### src/design/cfg_pkg.sv
/*
  Command and response formats of the configuration port.
  16 entries of 32 bits, entry 15 holds the control-and-status VN id (read-only).
  In a read command the low NODE_ID_W payload bits carry the requester's id.
  CMD_NOP and CMD_RSVD are accepted and have no effect.
*/
package cfg_pkg;

  // ------------------------------
  // register map
  // ------------------------------
  localparam int ENTRY_W      = 32;
  localparam int ENTRY_ID_W   = 4;
  localparam int NUM_ENTRIES  = 2 ** ENTRY_ID_W;
  localparam int NODE_ID_W    = 8;

  // control-and-status VN id lives here, never written by commands
  localparam int CSR_VN_ENTRY = 15;

  // ------------------------------
  // command stream
  // ------------------------------
  typedef enum logic [1:0] {
    CMD_NOP   = 2'd0,
    CMD_WRITE = 2'd1,
    CMD_READ  = 2'd2,
    CMD_RSVD  = 2'd3
  } cfg_opcode_e;

  // 38 bits, opcode on top
  typedef struct packed {
    cfg_opcode_e             opcode;
    logic [ENTRY_ID_W-1:0]   entry;
    // write data, or source id in the low bits for a read
    logic [ENTRY_W-1:0]      payload;
  } cfg_cmd_t;

  // ------------------------------
  // response stream
  // ------------------------------
  // 40 bits, source id on top so the router can steer it back
  typedef struct packed {
    logic [NODE_ID_W-1:0]    source_id;
    logic [ENTRY_W-1:0]      data;
  } cfg_rsp_t;

endpackage

### src/design/lbdr_pkg.sv
/*
  LBDR routing and connectivity bits of a 2D mesh node.
  Node ids grow east (x) and north (y): x is the low COORD_W id bits,
  y the next COORD_W bits. Defaults give XY routing, which is the same
  in every node; only the connectivity bits depend on mesh position.
*/
package lbdr_pkg;

  localparam int COORD_W = 4;
  localparam int LBDR_W  = 12;
  localparam int MAX_VNS = 8;

  // routing bits first, then connectivity, top bit down
  typedef struct packed {
    logic rne;
    logic rnw;
    logic ren;
    logic res;
    logic rwn;
    logic rws;
    logic rse;
    logic rsw;
    logic cn;
    logic ce;
    logic cw;
    logic cs;
  } lbdr_bits_t;

  // XY defaults for the node at node_id in a cols x rows mesh
  function automatic lbdr_bits_t lbdr_default(input int unsigned node_id,
                                              input int unsigned cols,
                                              input int unsigned rows);
    logic [31:0] id_vec;
    int unsigned x;
    int unsigned y;
    lbdr_bits_t  bits;
    id_vec = node_id;
    x      = 32'(id_vec[COORD_W-1:0]);
    y      = 32'(id_vec[2*COORD_W-1:COORD_W]);
    bits   = '0;
    // xy: leave x first, turns only from east/west onto north/south
    bits.ren = 1'b1;
    bits.res = 1'b1;
    bits.rwn = 1'b1;
    bits.rws = 1'b1;
    // no link off the mesh edge
    bits.cw  = (x != 0);
    bits.ce  = (x != cols - 1);
    bits.cs  = (y != 0);
    bits.cn  = (y != rows - 1);
    return bits;
  endfunction

endpackage

### src/design/cfg_cmd_decoder.sv
/*
  Command side of the register bank, purely combinational.
  Only a read waits while a response is stalled; writes and no-ops
  are always accepted. Strobes are single-cycle, one per transfer.
*/
module cfg_cmd_decoder
  import cfg_pkg::*;
(
  input  logic                  cmd_valid_i,
  input  cfg_cmd_t              cmd_data_i,
  input  logic                  rsp_stall_i,
  output logic                  cmd_ready_o,
  output logic                  wr_en_o,
  output logic                  rd_en_o,
  output logic [ENTRY_ID_W-1:0] entry_o,
  output logic [ENTRY_W-1:0]    payload_o
);

  logic is_read;
  logic accept;

  // ------------------------------
  // readiness
  // ------------------------------
  assign is_read = (cmd_data_i.opcode == CMD_READ);

  // a second read has nowhere to go while the held response is stuck
  assign cmd_ready_o = !(rsp_stall_i && is_read);

  // valid/ready transfer this cycle
  assign accept = cmd_valid_i && cmd_ready_o;

  // ------------------------------
  // strobes
  // ------------------------------
  always_comb begin
    wr_en_o = 1'b0;
    rd_en_o = 1'b0;
    if (accept) begin
      case (cmd_data_i.opcode)
        CMD_WRITE: wr_en_o = 1'b1;
        CMD_READ:  rd_en_o = 1'b1;
        // nop and reserved are consumed silently
        default: begin
        end
      endcase
    end
  end

  // fields go straight to bank and response buffer
  assign entry_o   = cmd_data_i.entry;
  assign payload_o = cmd_data_i.payload;

endmodule

### src/design/cfg_register_bank.sv
/*
  Register array of the configuration bank.
  Entries 0..NUM_VNS-1 hold LBDR bits per VN and drive lbdr_bits_o.
  Reset loads XY defaults there, CSR_VN_ID into the CSR entry, zero elsewhere.
  Writes to CSR_VN_ENTRY are dropped. Reads are combinational, so a read
  sees the value before a write at the same edge.
*/
module cfg_register_bank
  import cfg_pkg::*, lbdr_pkg::*;
#(
  parameter int unsigned NODE_ID   = 0,
  parameter int unsigned MESH_COLS = 1,
  parameter int unsigned MESH_ROWS = 1,
  parameter int unsigned NUM_VNS   = 1,
  parameter int unsigned CSR_VN_ID = 0
) (
  input  logic                        clk_i,
  input  logic                        rst_i,
  input  logic                        wr_en_i,
  input  logic [ENTRY_ID_W-1:0]       entry_i,
  input  logic [ENTRY_W-1:0]          payload_i,
  output logic [ENTRY_W-1:0]          rd_data_o,
  output lbdr_bits_t [NUM_VNS-1:0]    lbdr_bits_o
);

  // ------------------------------
  // reset values
  // ------------------------------
  localparam lbdr_bits_t LBDR_RST = lbdr_default(NODE_ID, MESH_COLS, MESH_ROWS);

  // zero-extended to a full entry
  localparam logic [ENTRY_W-1:0] VN_ENTRY_RST  = {{(ENTRY_W-LBDR_W){1'b0}}, LBDR_RST};
  localparam logic [ENTRY_W-1:0] CSR_ENTRY_RST = ENTRY_W'(CSR_VN_ID);

  logic [ENTRY_W-1:0] regs_q [NUM_ENTRIES];
  logic               wr_allowed;

  // csr entry is read-only from the port
  assign wr_allowed = wr_en_i && (entry_i != ENTRY_ID_W'(CSR_VN_ENTRY));

  // ------------------------------
  // register array
  // ------------------------------
  always_ff @(posedge clk_i) begin
    if (rst_i) begin
      for (int i = 0; i < NUM_ENTRIES; i++) begin
        if (i < NUM_VNS) begin
          regs_q[i] <= VN_ENTRY_RST;
        end else if (i == CSR_VN_ENTRY) begin
          regs_q[i] <= CSR_ENTRY_RST;
        end else begin
          regs_q[i] <= '0;
        end
      end
    end else if (wr_allowed) begin
      regs_q[entry_i] <= payload_i;
    end
  end

  // read port, addressed by the command currently on the stream
  assign rd_data_o = regs_q[entry_i];

  // ------------------------------
  // lbdr outputs
  // ------------------------------
  // only the low LBDR_W bits matter to the router, upper bits are free storage
  for (genvar v = 0; v < NUM_VNS; v++) begin : g_lbdr_out
    assign lbdr_bits_o[v] = lbdr_bits_t'(regs_q[v][LBDR_W-1:0]);
  end

endmodule

### src/design/cfg_response_buffer.sv
/*
  One-entry holding register for read responses.
  Loads at the accepting edge of a read and holds under back-pressure.
  A response taken at the same edge as a new read is replaced with no gap,
  so reads run at full rate while rsp_ready_i stays high.
*/
module cfg_response_buffer
  import cfg_pkg::*;
(
  input  logic                 clk_i,
  input  logic                 rst_i,
  input  logic                 rd_en_i,
  input  logic [NODE_ID_W-1:0] source_id_i,
  input  logic [ENTRY_W-1:0]   rd_data_i,
  input  logic                 rsp_ready_i,
  output logic                 rsp_valid_o,
  output cfg_rsp_t             rsp_data_o,
  output logic                 rsp_stall_o
);

  logic     valid_q;
  cfg_rsp_t data_q;

  // ------------------------------
  // valid flag
  // ------------------------------
  always_ff @(posedge clk_i) begin
    if (rst_i) begin
      valid_q <= 1'b0;
    end else if (rd_en_i) begin
      // new read, either slot empty or old response leaving now
      valid_q <= 1'b1;
    end else if (rsp_ready_i) begin
      valid_q <= 1'b0;
    end
  end

  // ------------------------------
  // payload
  // ------------------------------
  // decoder never strobes rd_en_i while stalled, so no overwrite of a held response
  always_ff @(posedge clk_i) begin
    if (rd_en_i) begin
      data_q <= '{source_id: source_id_i, data: rd_data_i};
    end
  end

  assign rsp_valid_o = valid_q;
  assign rsp_data_o  = data_q;

  // held and not leaving this cycle
  assign rsp_stall_o = valid_q && !rsp_ready_i;

endmodule

### src/design/cfg_regbank_top.sv
/*
  Configuration register bank of a mesh NoC router.
  Command and response ports are valid/ready streams, no tlast.
  NUM_VNS must be 1..MAX_VNS. NODE_ID gives x in the low COORD_W bits,
  y in the next COORD_W bits. One read response may be pending.
*/
module cfg_regbank_top
  import cfg_pkg::*, lbdr_pkg::*;
#(
  parameter int unsigned NODE_ID   = 0,
  parameter int unsigned MESH_COLS = 1,
  parameter int unsigned MESH_ROWS = 1,
  parameter int unsigned NUM_VNS   = 1,
  parameter int unsigned CSR_VN_ID = 0
) (
  input  logic                     clk_i,
  input  logic                     rst_i,
  // command stream
  input  logic                     cmd_valid_i,
  input  cfg_cmd_t                 cmd_data_i,
  output logic                     cmd_ready_o,
  // response stream
  output logic                     rsp_valid_o,
  output cfg_rsp_t                 rsp_data_o,
  input  logic                     rsp_ready_i,
  // per-VN routing config to the router
  output lbdr_bits_t [NUM_VNS-1:0] lbdr_bits_o
);

  // VN entries must stay clear of the csr entry
  if (NUM_VNS < 1 || NUM_VNS > MAX_VNS) begin : g_bad_num_vns
    $error("NUM_VNS out of range 1..MAX_VNS");
  end

  logic                  rsp_stall;
  logic                  wr_en;
  logic                  rd_en;
  logic [ENTRY_ID_W-1:0] entry;
  logic [ENTRY_W-1:0]    payload;
  logic [ENTRY_W-1:0]    rd_data;

  // ------------------------------
  // command side
  // ------------------------------
  cfg_cmd_decoder u_decoder (
    .cmd_valid_i (cmd_valid_i),
    .cmd_data_i  (cmd_data_i),
    .rsp_stall_i (rsp_stall),
    .cmd_ready_o (cmd_ready_o),
    .wr_en_o     (wr_en),
    .rd_en_o     (rd_en),
    .entry_o     (entry),
    .payload_o   (payload)
  );

  // ------------------------------
  // storage
  // ------------------------------
  cfg_register_bank #(
    .NODE_ID   (NODE_ID),
    .MESH_COLS (MESH_COLS),
    .MESH_ROWS (MESH_ROWS),
    .NUM_VNS   (NUM_VNS),
    .CSR_VN_ID (CSR_VN_ID)
  ) u_bank (
    .clk_i       (clk_i),
    .rst_i       (rst_i),
    .wr_en_i     (wr_en),
    .entry_i     (entry),
    .payload_i   (payload),
    .rd_data_o   (rd_data),
    .lbdr_bits_o (lbdr_bits_o)
  );

  // ------------------------------
  // response side
  // ------------------------------
  // source id rides in the low payload bits of a read
  cfg_response_buffer u_rsp_buf (
    .clk_i       (clk_i),
    .rst_i       (rst_i),
    .rd_en_i     (rd_en),
    .source_id_i (payload[NODE_ID_W-1:0]),
    .rd_data_i   (rd_data),
    .rsp_ready_i (rsp_ready_i),
    .rsp_valid_o (rsp_valid_o),
    .rsp_data_o  (rsp_data_o),
    .rsp_stall_o (rsp_stall)
  );

endmodule

### config.mk
export PLATFORM = sky130hd
export DESIGN_NAME = cfg_regbank_top
export DESIGN_NICKNAME = d
export VERILOG_FILES = /design/src/design/cfg_pkg.sv /design/src/design/lbdr_pkg.sv /design/src/design/cfg_cmd_decoder.sv /design/src/design/cfg_register_bank.sv /design/src/design/cfg_response_buffer.sv /design/src/design/cfg_regbank_top.sv
export SDC_FILE = /design/constraint.sdc
export NUM_CORES = 1
export LEC_CHECK = 0
export BUFFER_PORTS_ARGS = -buffer_cell sky130_fd_sc_hd__buf_2
export CAP_MARGIN = 20
export CORE_UTILIZATION = 45
export CTS_BUF_LIST = sky130_fd_sc_hd__clkbuf_8
export DETAILED_ROUTE_END_ITERATION = 6
export HOLD_SLACK_MARGIN = 0.1
export PLACE_DENSITY = 0.61
export SYNTH_ARGS = -nofsm -noshare
export SYNTH_HDL_FRONTEND = slang
export SYNTH_SLANG_ARGS = --single-unit
### constraint.sdc
create_clock -name clk_i -period 4.75 [get_ports clk_i]
set_input_delay 0.7125 -clock clk_i [delete_from_list [all_inputs] [get_ports clk_i]]
set_output_delay 0.7125 -clock clk_i [all_outputs]
set_load 0.02 [all_outputs]
==> metrics.yaml, run 1 <==
yosys.cell_count.top_type: "edfxtp_1"
critPathCaptureType: "flip-flop"
dp_slack_ns: 1.41
dp_hpwl_mm: 35.4
setup_violations: 0
rsz0062_at_grt: "no"
period_minus_slack_ns: 2.70
grt_pass1_vias: 14130
criticalPathCategory: "in2reg"
min_period_over_period_pct: 56.9
cts_resized: 0
synthFlopType: "edfxtp_1"
path_max_fanout: 34
fp.dieH_um: 230
nNetsFinal: 1729
leakage_nw: 8.66
core_area_mm2: 0.0513
first_iter_violations: 1458
yosysWarnings: 0
netlist_top_cells_count: "edfxtp_1, nor2_1, nand2_1"
drive_gt1_share_pct: 22.5
grt_pass1_wl_mm: 91.9
post_cts_buffers: 0
clock.fmax_ghz: 0.370
synthMuxAreaShare_pct: 12.4
worstSetupStartpoint: "rst_i"
slowest_delay_ns: 0.82
root_buffer: "clkbuf_8"
finalNonFillerCells: 2439
io_pins: 96
layout_setup_ws_ns: 2.05
p_per_area_mw_per_mm2: 396
timing.rr.start: "u_rsp_buf.rsp_valid_o$_SDFFE_PP0P_"
synth_seq_area_share_pct: 71.2
wl_met2_mm: 30.8
dpl.cell_count: 2272
clkLatencyLatePin_ns: 0.68
rows: 83
clockBufferDepth: 3
violations: "DRC"
synthCells: 1556
synthAdderAreaFrac_pct: 0
grt_overflow: 0
final-hold-violation-count: 0
fin_hold_ws_ns: 0.299
hold_class: "in2reg"
antenna_cells: 0
syn-cell-area_mm2: 0.0233
synth_top_family_by_area: "multiplexers"
drv_cap: 0
via_count: 13992
cp_cell_sequence: "buf_2 > nand4bb_4 > nor3b_1 > a21o_2 > buf_4"
hold_start: "cmd_data_i[1]"
synth_cell_types: 26
worst-path-buf-inv: 2
worst_path_dominant_cell_family: "simple AND/OR/NAND/NOR gates"
area_delta_synth_final_pct: 12.7
dr.pass1.iters: 7
synth-xor-area-share_pct: 0
remaining_drc_errors: 3
highest_layer: "met4"
cts.sinks: 553
status: "finished with violations"
synth_compound_area_share_pct: 2.56
cts_tree: "built"
via_per_inst: 5.74
grt_antenna_before_repair: 0
power_mw: 10.4
wl_met1_mm: 24.9
synthSimpleGateAreaFrac_pct: 11.1
design_area_mm2: 0.0263
slowest_stage: "a21o_2"
die_x_um: 230
grt_max_degree: 103
gp_congestion: 0.783
met3_length_mm: 5.41
cp.required_ns: 5.11
cp.arrival_ns: 3.06
ys_async_sr_fraction_pct: 0
setup_tns_ns: 0
cts_hold_buf: 0
worst_pin_slew_ns: 1.17
h-tree-depth: 3
max-slew-margin-rel_pct: 22.0
slew_violations: 0
synth.avg_cell_area_um2: 15.0
cts_made_buffers: 92
yosysTopAreaCell: "edfxtp_1"
netlist.area_leader.share_pct: 71.1
grt_use_total_pct: 24.2
placed_cell_area_mm2: 0.0246
synth_area_leaders: "edfxtp_1, mux4_2, nor2_1"
cts.clk_slew.worst_paths_ns: 0.06
start_util_pct: 45.5
crit_path_start_kind: "input pin"
dieArea_mm2: 0.0527
ant_nets: 0
synth_edf_count: 552
ys_ff_latch: 553
final_util_pct: 51.2
finClkSkew_ns: 0.0301
io_buffers: 95
wl_mm: 62.8
wl_per_cell_um: 25.7
irDropWorstVdd_v: 0.000178
[worst reg2reg max path: cells and delay by family, from the launching register on]
| family | cells | cell delay [ns] |
|---|---|---|
| DFF | 1 | 0.32 |
| and+or+nand+nor | 2 | 0.77 |
| buffers and inverters | 1 | 0.53 |
[layout make-up]
cell class / count / area (µm²)
Sequential cell: 553 / 16600
Clock buffer: 97 / 1340
Fill cell: 4414 / 25000
Timing Repair Buffer: 135 / 886
Tap cell: 680 / 851
Clock inverter: 69 / 344
Multi-Input combinational cell: 905 / 6280
[path summary, 6_finish.rpt]
check | to | slack (ns) | cells after the start
worst max-delay path | u_bank.regs_q[9][24]$_SDFFCE_PN0P_ | 2.05 | 5
worst min-delay path | u_rsp_buf.rsp_data_o[33]$_DFFE_PP_ | 0.30 | 1
worst max register to register | u_rsp_buf.rsp_data_o[35]$_DFFE_PP_ | 2.70 | 3
worst min register to register | u_rsp_buf.rsp_data_o[5]$_DFFE_PP_ | 0.74 | 3
[cells by family (layout without fill, tap and decap cells)]
kind of cell / count (synthesis) / after routing
compound gates: 80 / 80
buf+inv: 129 / 301
flops: 553 / 553
mux: 128 / 128
other cells: 1 / 32
simple gates: 665 / 665
[layout by cell type, fill, tap and decap left out]
cell        netlist  final
and2_2            0      2
conb_1            1     32
clkbuf_8          0     98
bufinv_16         0      3
nand4bb_4         1      1
buf_2            57     93
nor2_1          479    477
edfxtp_1        552    552
nor3_1            1      1
nor2b_1           6      2
inv_1             0     37
buf_6             3      1
buf_16            0      1
clkinv_1          0     26
nor2b_4           0      4
mux4_2          128    128
nand3_4           0      1
nor3b_1           2      2
clkinv_2          0      2
dfxtp_1           1      1
nor2_4            0      3
nand3b_1          2      2
and3_1            1      1
or3_4             0      1
or3_1             5      4
buf_12            0      6
clkinvlp_4        0      1
and4bb_2          1      1
a22oi_1          64     64
buf_4            21     33
nand2_1         162    162
or2_2             1      1
a21oi_1           1      1
a21o_2            0     15
[report_power, final]
| part | internal [mW] | switching, mW | leakage, nW | total (mW) |
|---|---|---|---|---|
| clock network | 2.03 | 1.89 | 0.986 | 3.92 |
| logic | 0.281 | 0.495 | 2.42 | 0.776 |
| registers | 5.63 | 0.0733 | 5.26 | 5.70 |
[sequential cells by signal (all words and copies together), names as in the netlist]
register,flops
u_rsp_buf.rsp_data_o,40
u_rsp_buf.rsp_valid_o,1
u_bank.regs_q,512
[per-layer routing]
layer | global-route usage [%] | vias up
li1 | - | 5977
met1 | 32.3 | 7199
met2 | 39.5 | 700
met3 | 4.84 | 116
met4 | 8.69 | 0
met5 | 0 | -
Note: power is estimated with default switching activity, not from simulation.
==> inputs of run 2 (changes only) <==
--- a/config.mk
+++ b/config.mk
@@ -5,6 +5,7 @@
 export SDC_FILE = /design/constraint.sdc
 export NUM_CORES = 1
 export LEC_CHECK = 0
+export ABC_AREA = 1
 export BUFFER_PORTS_ARGS = -buffer_cell sky130_fd_sc_hd__buf_2
 export CAP_MARGIN = 20
 export CORE_UTILIZATION = 45
==> constraint.sdc (replaced) <==
create_clock -name clk_i -period 2.75 [get_ports clk_i]
set_input_delay 0.4125 -clock clk_i [delete_from_list [all_inputs] [get_ports clk_i]]
set_output_delay 0.4125 -clock clk_i [all_outputs]
set_load 0.02 [all_outputs]
==> run 2 against run 1 <==
The flow now finishes without violations. Global-route usage increased by 1.8 points. Count of clock-buffer cells in the layout shrank 2. Critical path depth is 3 higher. Area after synthesis rose by 7.3%. Cell area is 7.4% higher. Total power is 72% higher. Clock power increased by 65%. Critical endpoint is now u_bank.regs_q[9][28]$_SDFFCE_PN0P_. Largest cell class unchanged.
==> metrics.yaml, run 2 <==
synthCells: 2766  # +78%
via_count: 18984  # +36%
io_pins: 96  # unchanged
slowest_delay_ns: 0.53  # -0.29 ns
via_per_inst: 5.12  # -11%
core_area_mm2: 0.0550  # +7.2%
busiest_layer: "met2"
wl_mm: 72.2  # +15%
antenna_cells: 0  # unchanged
ant_nets: 0  # unchanged
synth_area_leaders: "edfxtp_1, nand2_1, nor2_1"
worst-path-buf-inv: 4  # +2
largest_register_ffs: 512  # unchanged
syn-cell-area_mm2: 0.0250  # +7.3%
hold-path-cell-count: 3  # +2
met2_usage_pct: 43.7  # +4.2 points
cp_cell_sequence: "dlygate4sd3_1 > buf_2 > nand3_1 > nor3_4 > buf_4 > nand2_1 > nand2_1 > buf_12"
worstSetupPathDepth: 8  # +3
clkLatencyLatePin_ns: 0.69  # about the same
min_period_over_period_pct: 73.7
grt_antenna_before_repair: 0  # unchanged
critPathCaptureType: "flip-flop"
fin_hold_ws_ns: 0.297  # -0.00234 ns
yosysTopAreaCell: "edfxtp_1"
drive_gt1_share_pct: 9.80  # -13 points
grt_pass1_wl_mm: 110  # +19%
max-slew-margin-rel_pct: 32.6  # +11 points
synth_cell_types: 15  # -42%
wl_per_cell_um: 19.5  # -24%
synth_edf_count: 552  # unchanged
netlist_top_cells_count: "nand2_1, edfxtp_1, nor2_1"
finClkSkew_ns: 0.0302  # +0.0000566 ns
ys_ff_latch: 553  # unchanged
top_register: "u_bank.regs_q"
cts.clk_slew.worst_paths_ns: 0.06  # about the same
synth_seq_area_share_pct: 66.3  # -4.9 points
area_delta_synth_final_pct: 12.7  # about the same
yosysWarnings: 0  # unchanged
final_common_cell: "nand2_1"
post_cts_buffers: 0  # unchanged
dp_hpwl_mm: 42.2  # +19%
slowest_stage: "dlygate4sd3_1"
grt_pass1_vias: 18517  # +31%
layout_common_cells: "nand2_1, edfxtp_1, nor2_1"
grt_use_total_pct: 26.0  # +1.8 points
cts_tree: "built"
irDropWorstVdd_v: 0.000396  # +120%
setup_violations: 0  # unchanged
final-hold-violation-count: 0  # unchanged
p_per_area_mw_per_mm2: 633  # +60%
rr_worst_depth: 6  # +3
grt_max_degree: 136  # +32%
grtUsageMet3_pct: 4.06  # -0.78 points
rows: 86  # +3.6%
synthFlopType: "edfxtp_1"
rsz0062_at_grt: "no"
clockBufferDepth: 3  # unchanged
slew_violations: 0  # unchanged
worst_path_most_repeated_cell: "nand2_1"
yosys.cell_count.top_type: "nand2_1"
gp_congestion: 0.834  # +6.6%
status: "finished clean"
worst_pin_slew_ns: 1.01  # -0.160 ns
remaining_drc_errors: 0  # -3
nNetsFinal: 2931  # +70%
cts_made_buffers: 92  # unchanged
clock.fmax_ghz: 0.494
dr.pass1.iters: 5  # -2
setup_tns_ns: 0  # unchanged
crit_path_start_kind: "input pin"
root_buffer: "clkbuf_8"
synth.avg_cell_area_um2: 9.05  # -40%
leakage_nw: 12.8  # +48%
io_buffers: 95  # unchanged
worst_path_dominant_cell_family: "buffers and inverters"
path_max_fanout: 28  # -18%
grt_use_met1_pct: 33.6  # +1.3 points
die_x_um: 238  # +3.6%
dieArea_mm2: 0.0566  # +7.3%
ys_async_sr_fraction_pct: 0  # unchanged
fp.dieH_um: 238  # +3.6%
cts.sinks: 553  # unchanged
netlist.area_leader.share_pct: 66.2  # -4.9 points
first_iter_violations: 1832  # +26%
grt_overflow: 0  # unchanged
hold_class: "in2reg"
period_minus_slack_ns: 2.03
drv_cap: 0  # unchanged
cp.arrival_ns: 2.38  # -0.68 ns
h-tree-depth: 3  # unchanged
final_util_pct: 51.3  # +0.085 points
cp.required_ns: 3.11  # -2.00 ns
start_util_pct: 45.5  # +0.063 points
criticalPathCategory: "in2reg"
run 2: cell types whose count changed in the layout (fill, tap and decap cells not counted), moves of 4 or more:
| cell | delta |
|---|---|
| mux4_2 | -128 |
| nor2_1 | +14 |
| nor2b_4 | -4 |
| nand4_1 | +5 |
| nand2_1 | +1243 |
| dlygate4sd3_1 | +11 |
| buf_4 | +42 |
| nand3_1 | +6 |
| inv_1 | +112 |
| clkinv_1 | -11 |
| a21o_2 | -15 |
| a22oi_1 | -64 |
| or3_1 | -4 |
run 2: cell families (layout without fill, tap and decap cells):
group | Yosys count | after routing | synth area share, %
DFF | 553 | 553 | 66.3
and+or+nand+nor | 1912 | 1912 | 28.8
buffers and inverters | 299 | 460 | 4.86
other | 1 | 32 | 0.0150
AOI/OAI and AO/OA | 1 | 1 | 0.0250
run 2: worst paths after layout:
| path | endpoint | slack (ns) | startpoint |
|---|---|---|---|
| worst max register to register | u_rsp_buf.rsp_data_o[25]$_DFFE_PP_ | 1.06 | u_rsp_buf.rsp_valid_o$_SDFFE_PP0P_ |
| worst min register to register | u_rsp_buf.rsp_data_o[28]$_DFFE_PP_ | 0.77 | u_bank.regs_q[8][28]$_SDFFCE_PN0P_ |
| worst max-delay path | u_bank.regs_q[9][28]$_SDFFCE_PN0P_ | 0.72 | cmd_valid_i |
| worst min-delay path | u_bank.regs_q[8][27]$_SDFFCE_PN0P_ | 0.30 | cmd_data_i[27] |
run 2: per-layer routing:
| metal | vias up | share of wire [%] |
|---|---|---|
| li1 | 8868 | - |
| met1 | 9120 | 41 |
| met2 | 841 | 48 |
| met3 | 155 | 7.4 |
| met4 | 0 | 3.6 |
| met5 | - | 0 |
run 2: cell type report:
cell class / count / area, µm²
sequential: 553 / 16600
inverter: 108 / 415
clock buffer: 95 / 1310
clock inverter: 68 / 279
timing repair buffer: 189 / 1330
fill: 5132 / 26800
multi-input combinational: 1945 / 7360
tap: 748 / 936
run 2: worst reg2reg max path, delay by kind of cell, from the launching register on:
kind | cells | cell delay [ns]
buffers and inverters | 3 | 0.78
AND/OR/NAND/NOR | 3 | 0.24
flip-flops | 1 | 0.30
run 2: through the flow:
step | total power, mW | instance area [µm²] | std cells | setup WS [ns]
finish | 17.9 | 28200 | 3706 | 0.724
global route | 18.5 | 28200 | 3706 | 0.709
CTS | 17.9 | 28200 | 3706 | 0.824
detailed placement | 11.5 | 26500 | 3532 | 0.555
global placement | 11.5 | 26500 | 3532 | 0.559
floorplan | 11.0 | 25100 | 2797 | 0.182
run 2: timing repair:
action,in CTS,in global routing
gates resized for setup,0,0
endpoints found under the hold margin,10,0
hold buffers,11,0
run 2: report_power, final:
| part | switching, mW | leakage [nW] | total [mW] | internal [mW] |
|---|---|---|---|---|
| combinational | 1.15 | 6.59 | 1.55 | 0.400 |
| sequential | 0.122 | 5.27 | 9.83 | 9.71 |
| clock | 3.29 | 0.970 | 6.47 | 3.18 |
==> inputs of run 3 (changes only) <==
==> constraint.sdc (replaced) <==
create_clock -name clk_i -period 1.9 [get_ports clk_i]
set_input_delay 0.285 -clock clk_i [delete_from_list [all_inputs] [get_ports clk_i]]
set_output_delay 0.285 -clock clk_i [all_outputs]
set_load 0.02 [all_outputs]
==> run 3 against run 2 <==
Core utilization grew 2.2 points. Register-to-register slack lost 0.79 ns. Global-route usage shrank 0.77 points. Wire length shrank 3.5%. Hold slack lost 0.15 ns. Clock skew shrank 0.013 ns. Setup slack lost 0.60 ns. Critical path depth is the same. Non-clock buffer count grew 56. Combinational power grew 61%. Count of clock-buffer cells in the layout shrank 2. Largest cell class unchanged.
==> metrics.yaml, run 3 (synthesized netlist as in run 2, its figures left out) <==
gp_congestion: 0.850  # +1.8%
dp_slack_ns: -0.163  # -0.718 ns
worst_path_dominant_cell_family: "buffers and inverters"
criticalPathCategory: "in2reg"
dpl.cell_count: 3583  # +1.4%
antenna_cells: 0  # unchanged
grt_max_degree: 80  # -41%
cts_made_buffers: 92  # unchanged
ant_nets: 0  # unchanged
final_util_pct: 53.6  # +2.2 points
placed_cell_area_mm2: 0.0277  # +4.5%
cts.sinks: 553  # unchanged
max-slew-margin-rel_pct: 55.7  # +23 points
cts.clk_slew.worst_paths_ns: 0.06  # about the same
remaining_drc_errors: 0  # unchanged
slowest_delay_ns: 0.51  # -0.02 ns
grt_overflow: 0  # unchanged
grt_pass1_wl_mm: 107  # -2.2%
wl_per_cell_um: 18.5  # -5.0%
met2_usage_pct: 41.8  # -1.9 points
grt_antenna_before_repair: 0  # unchanged
crit_path_start_kind: "input pin"
start_util_pct: 45.5  # unchanged
status: "finished clean"
worst-path-buf-inv: 4  # unchanged
via_per_inst: 5.01  # -2.2%
final-hold-violation-count: 0  # unchanged
hold_class: "in2reg"
period_minus_slack_ns: 1.77
design_area_mm2: 0.0295  # +4.4%
layout_common_cells: "nand2_1, edfxtp_1, nor2_1"
io_pins: 96  # unchanged
top_register: "u_bank.regs_q"
slowest_stage: "dlygate4sd3_1"
clkLatencyLatePin_ns: 0.69  # about the same
worst_pin_slew_ns: 0.664  # -0.346 ns
cts_resized: 0  # unchanged
grt_pass1_vias: 18382  # -0.73%
grt_use_total_pct: 25.2  # -0.77 points
h-tree-depth: 3  # unchanged
grt_use_met1_pct: 33.3  # -0.27 points
io_buffers: 95  # unchanged
min_period_over_period_pct: 93.3
area_delta_synth_final_pct: 17.7
slew_violations: 0  # unchanged
die_x_um: 238  # unchanged
layout_setup_ws_ns: 0.127  # -0.598 ns
nNetsFinal: 2987  # +1.9%
cp.required_ns: 2.30  # -0.81 ns
cts_tree: "built"
dieArea_mm2: 0.0566  # unchanged
core_area_mm2: 0.0550  # unchanged
path_max_fanout: 13  # -54%
cts_hold_buf: 16  # +5
p_per_area_mw_per_mm2: 886  # +40%
first_iter_violations: 1535  # -16%
clockBufferDepth: 3  # unchanged
dr.pass1.iters: 6  # +1
cp.arrival_ns: 2.17  # -0.21 ns
largest_register_ffs: 512  # unchanged
setup_violations: 0  # unchanged
fp.dieH_um: 238  # unchanged
power_mw: 26.1  # +46%
dp_hpwl_mm: 43.7  # +3.6%
critPathCaptureType: "flip-flop"
drive_gt1_share_pct: 11.9  # +2.1 points
rsz0062_at_grt: "no"
cp_cell_sequence: "dlygate4sd3_1 > buf_2 > nand3_1 > nor3_4 > buf_4 > nand2_1 > nand2_8 > buf_12"
root_buffer: "clkbuf_8"
irDropWorstVdd_v: 0.000471  # +19%
wl_mm: 69.7  # -3.5%
clock.fmax_ghz: 0.564
leakage_nw: 13.3  # +3.8%
rows: 86  # unchanged
grtUsageMet3_pct: 3.41  # -0.65 points
final_common_cell: "nand2_1"
finClkSkew_ns: 0.0174  # -0.0128 ns
drv_cap: 0  # unchanged
busiest_layer: "met2"
via_count: 18855  # -0.68%
post_cts_buffers: 0  # unchanged
finalNonFillerCells: 3764  # +1.6%
-- run 3: cell count changes in the layout (fill, tap and decap cells not counted), sizes merged --
cell	previous run	this run
buf	177	228
clkbuf	96	94
clkinv	20	24
dlygate4sd3	11	16
-- run 3: worst paths after layout --
| check | slack, ns | cells after the start | to | from |
|---|---|---|---|---|
| min | 0.15 | 3 | u_rsp_buf.rsp_valid_o$_SDFFE_PP0P_ | rst_i |
| max reg2reg | 0.27 | 6 | u_rsp_buf.rsp_data_o[0]$_DFFE_PP_ | u_rsp_buf.rsp_valid_o$_SDFFE_PP0P_ |
| max | 0.13 | 8 | u_bank.regs_q[1][3]$_SDFFCE_PN0P_ | cmd_valid_i |
| min reg2reg | 0.79 | 8 | u_rsp_buf.rsp_data_o[12]$_DFFE_PP_ | u_bank.regs_q[3][12]$_SDFFCE_PN0P_ |
-- run 3: worst reg2reg max path, stage by stage, from the launching register on --
cell and delay [ns]:
dfxtp_1 0.33, inv_1 0.05, nor2_1 0.14, nand3_2 0.10
nand4_1 0.15, clkinvlp_4 0.33, buf_12 0.27
-- run 3: power breakdown --
group	internal (mW)	switching (mW)
logic	0.794	1.69
clock network	4.56	4.83
registers	14.1	0.176
total	19.4	6.70
-- run 3: layer usage --
| metal | share of wire [%] | vias up |
|---|---|---|
| li1 | - | 8997 |
| met1 | 42 | 9023 |
| met2 | 48 | 699 |
| met3 | 6.7 | 136 |
| met4 | 3.6 | 0 |
| met5 | 0 | - |
-- run 3: through the flow --
| step | hold slack [ns] | setup TNS (ns) |
|---|---|---|
| after global routing | 0.158 | 0 |
| after CTS | 0.117 | 0 |
| after floorplan | 0.357 | 0 |
| after detailed placement | 0.481 | -21.85 |
| final | 0.150 | 0 |
| after global placement | 0.478 | -14.44 |
-- run 3: area by class of cell --
cell class	count	area, µm²
Inverter	108	419
Sequential cell	553	16600
Clock inverter	72	310
Clock buffer	93	1280
Timing Repair Buffer	245	2350
Multi-Input combinational cell	1945	7560
Fill cell	5079	25500
Tap cell	748	936
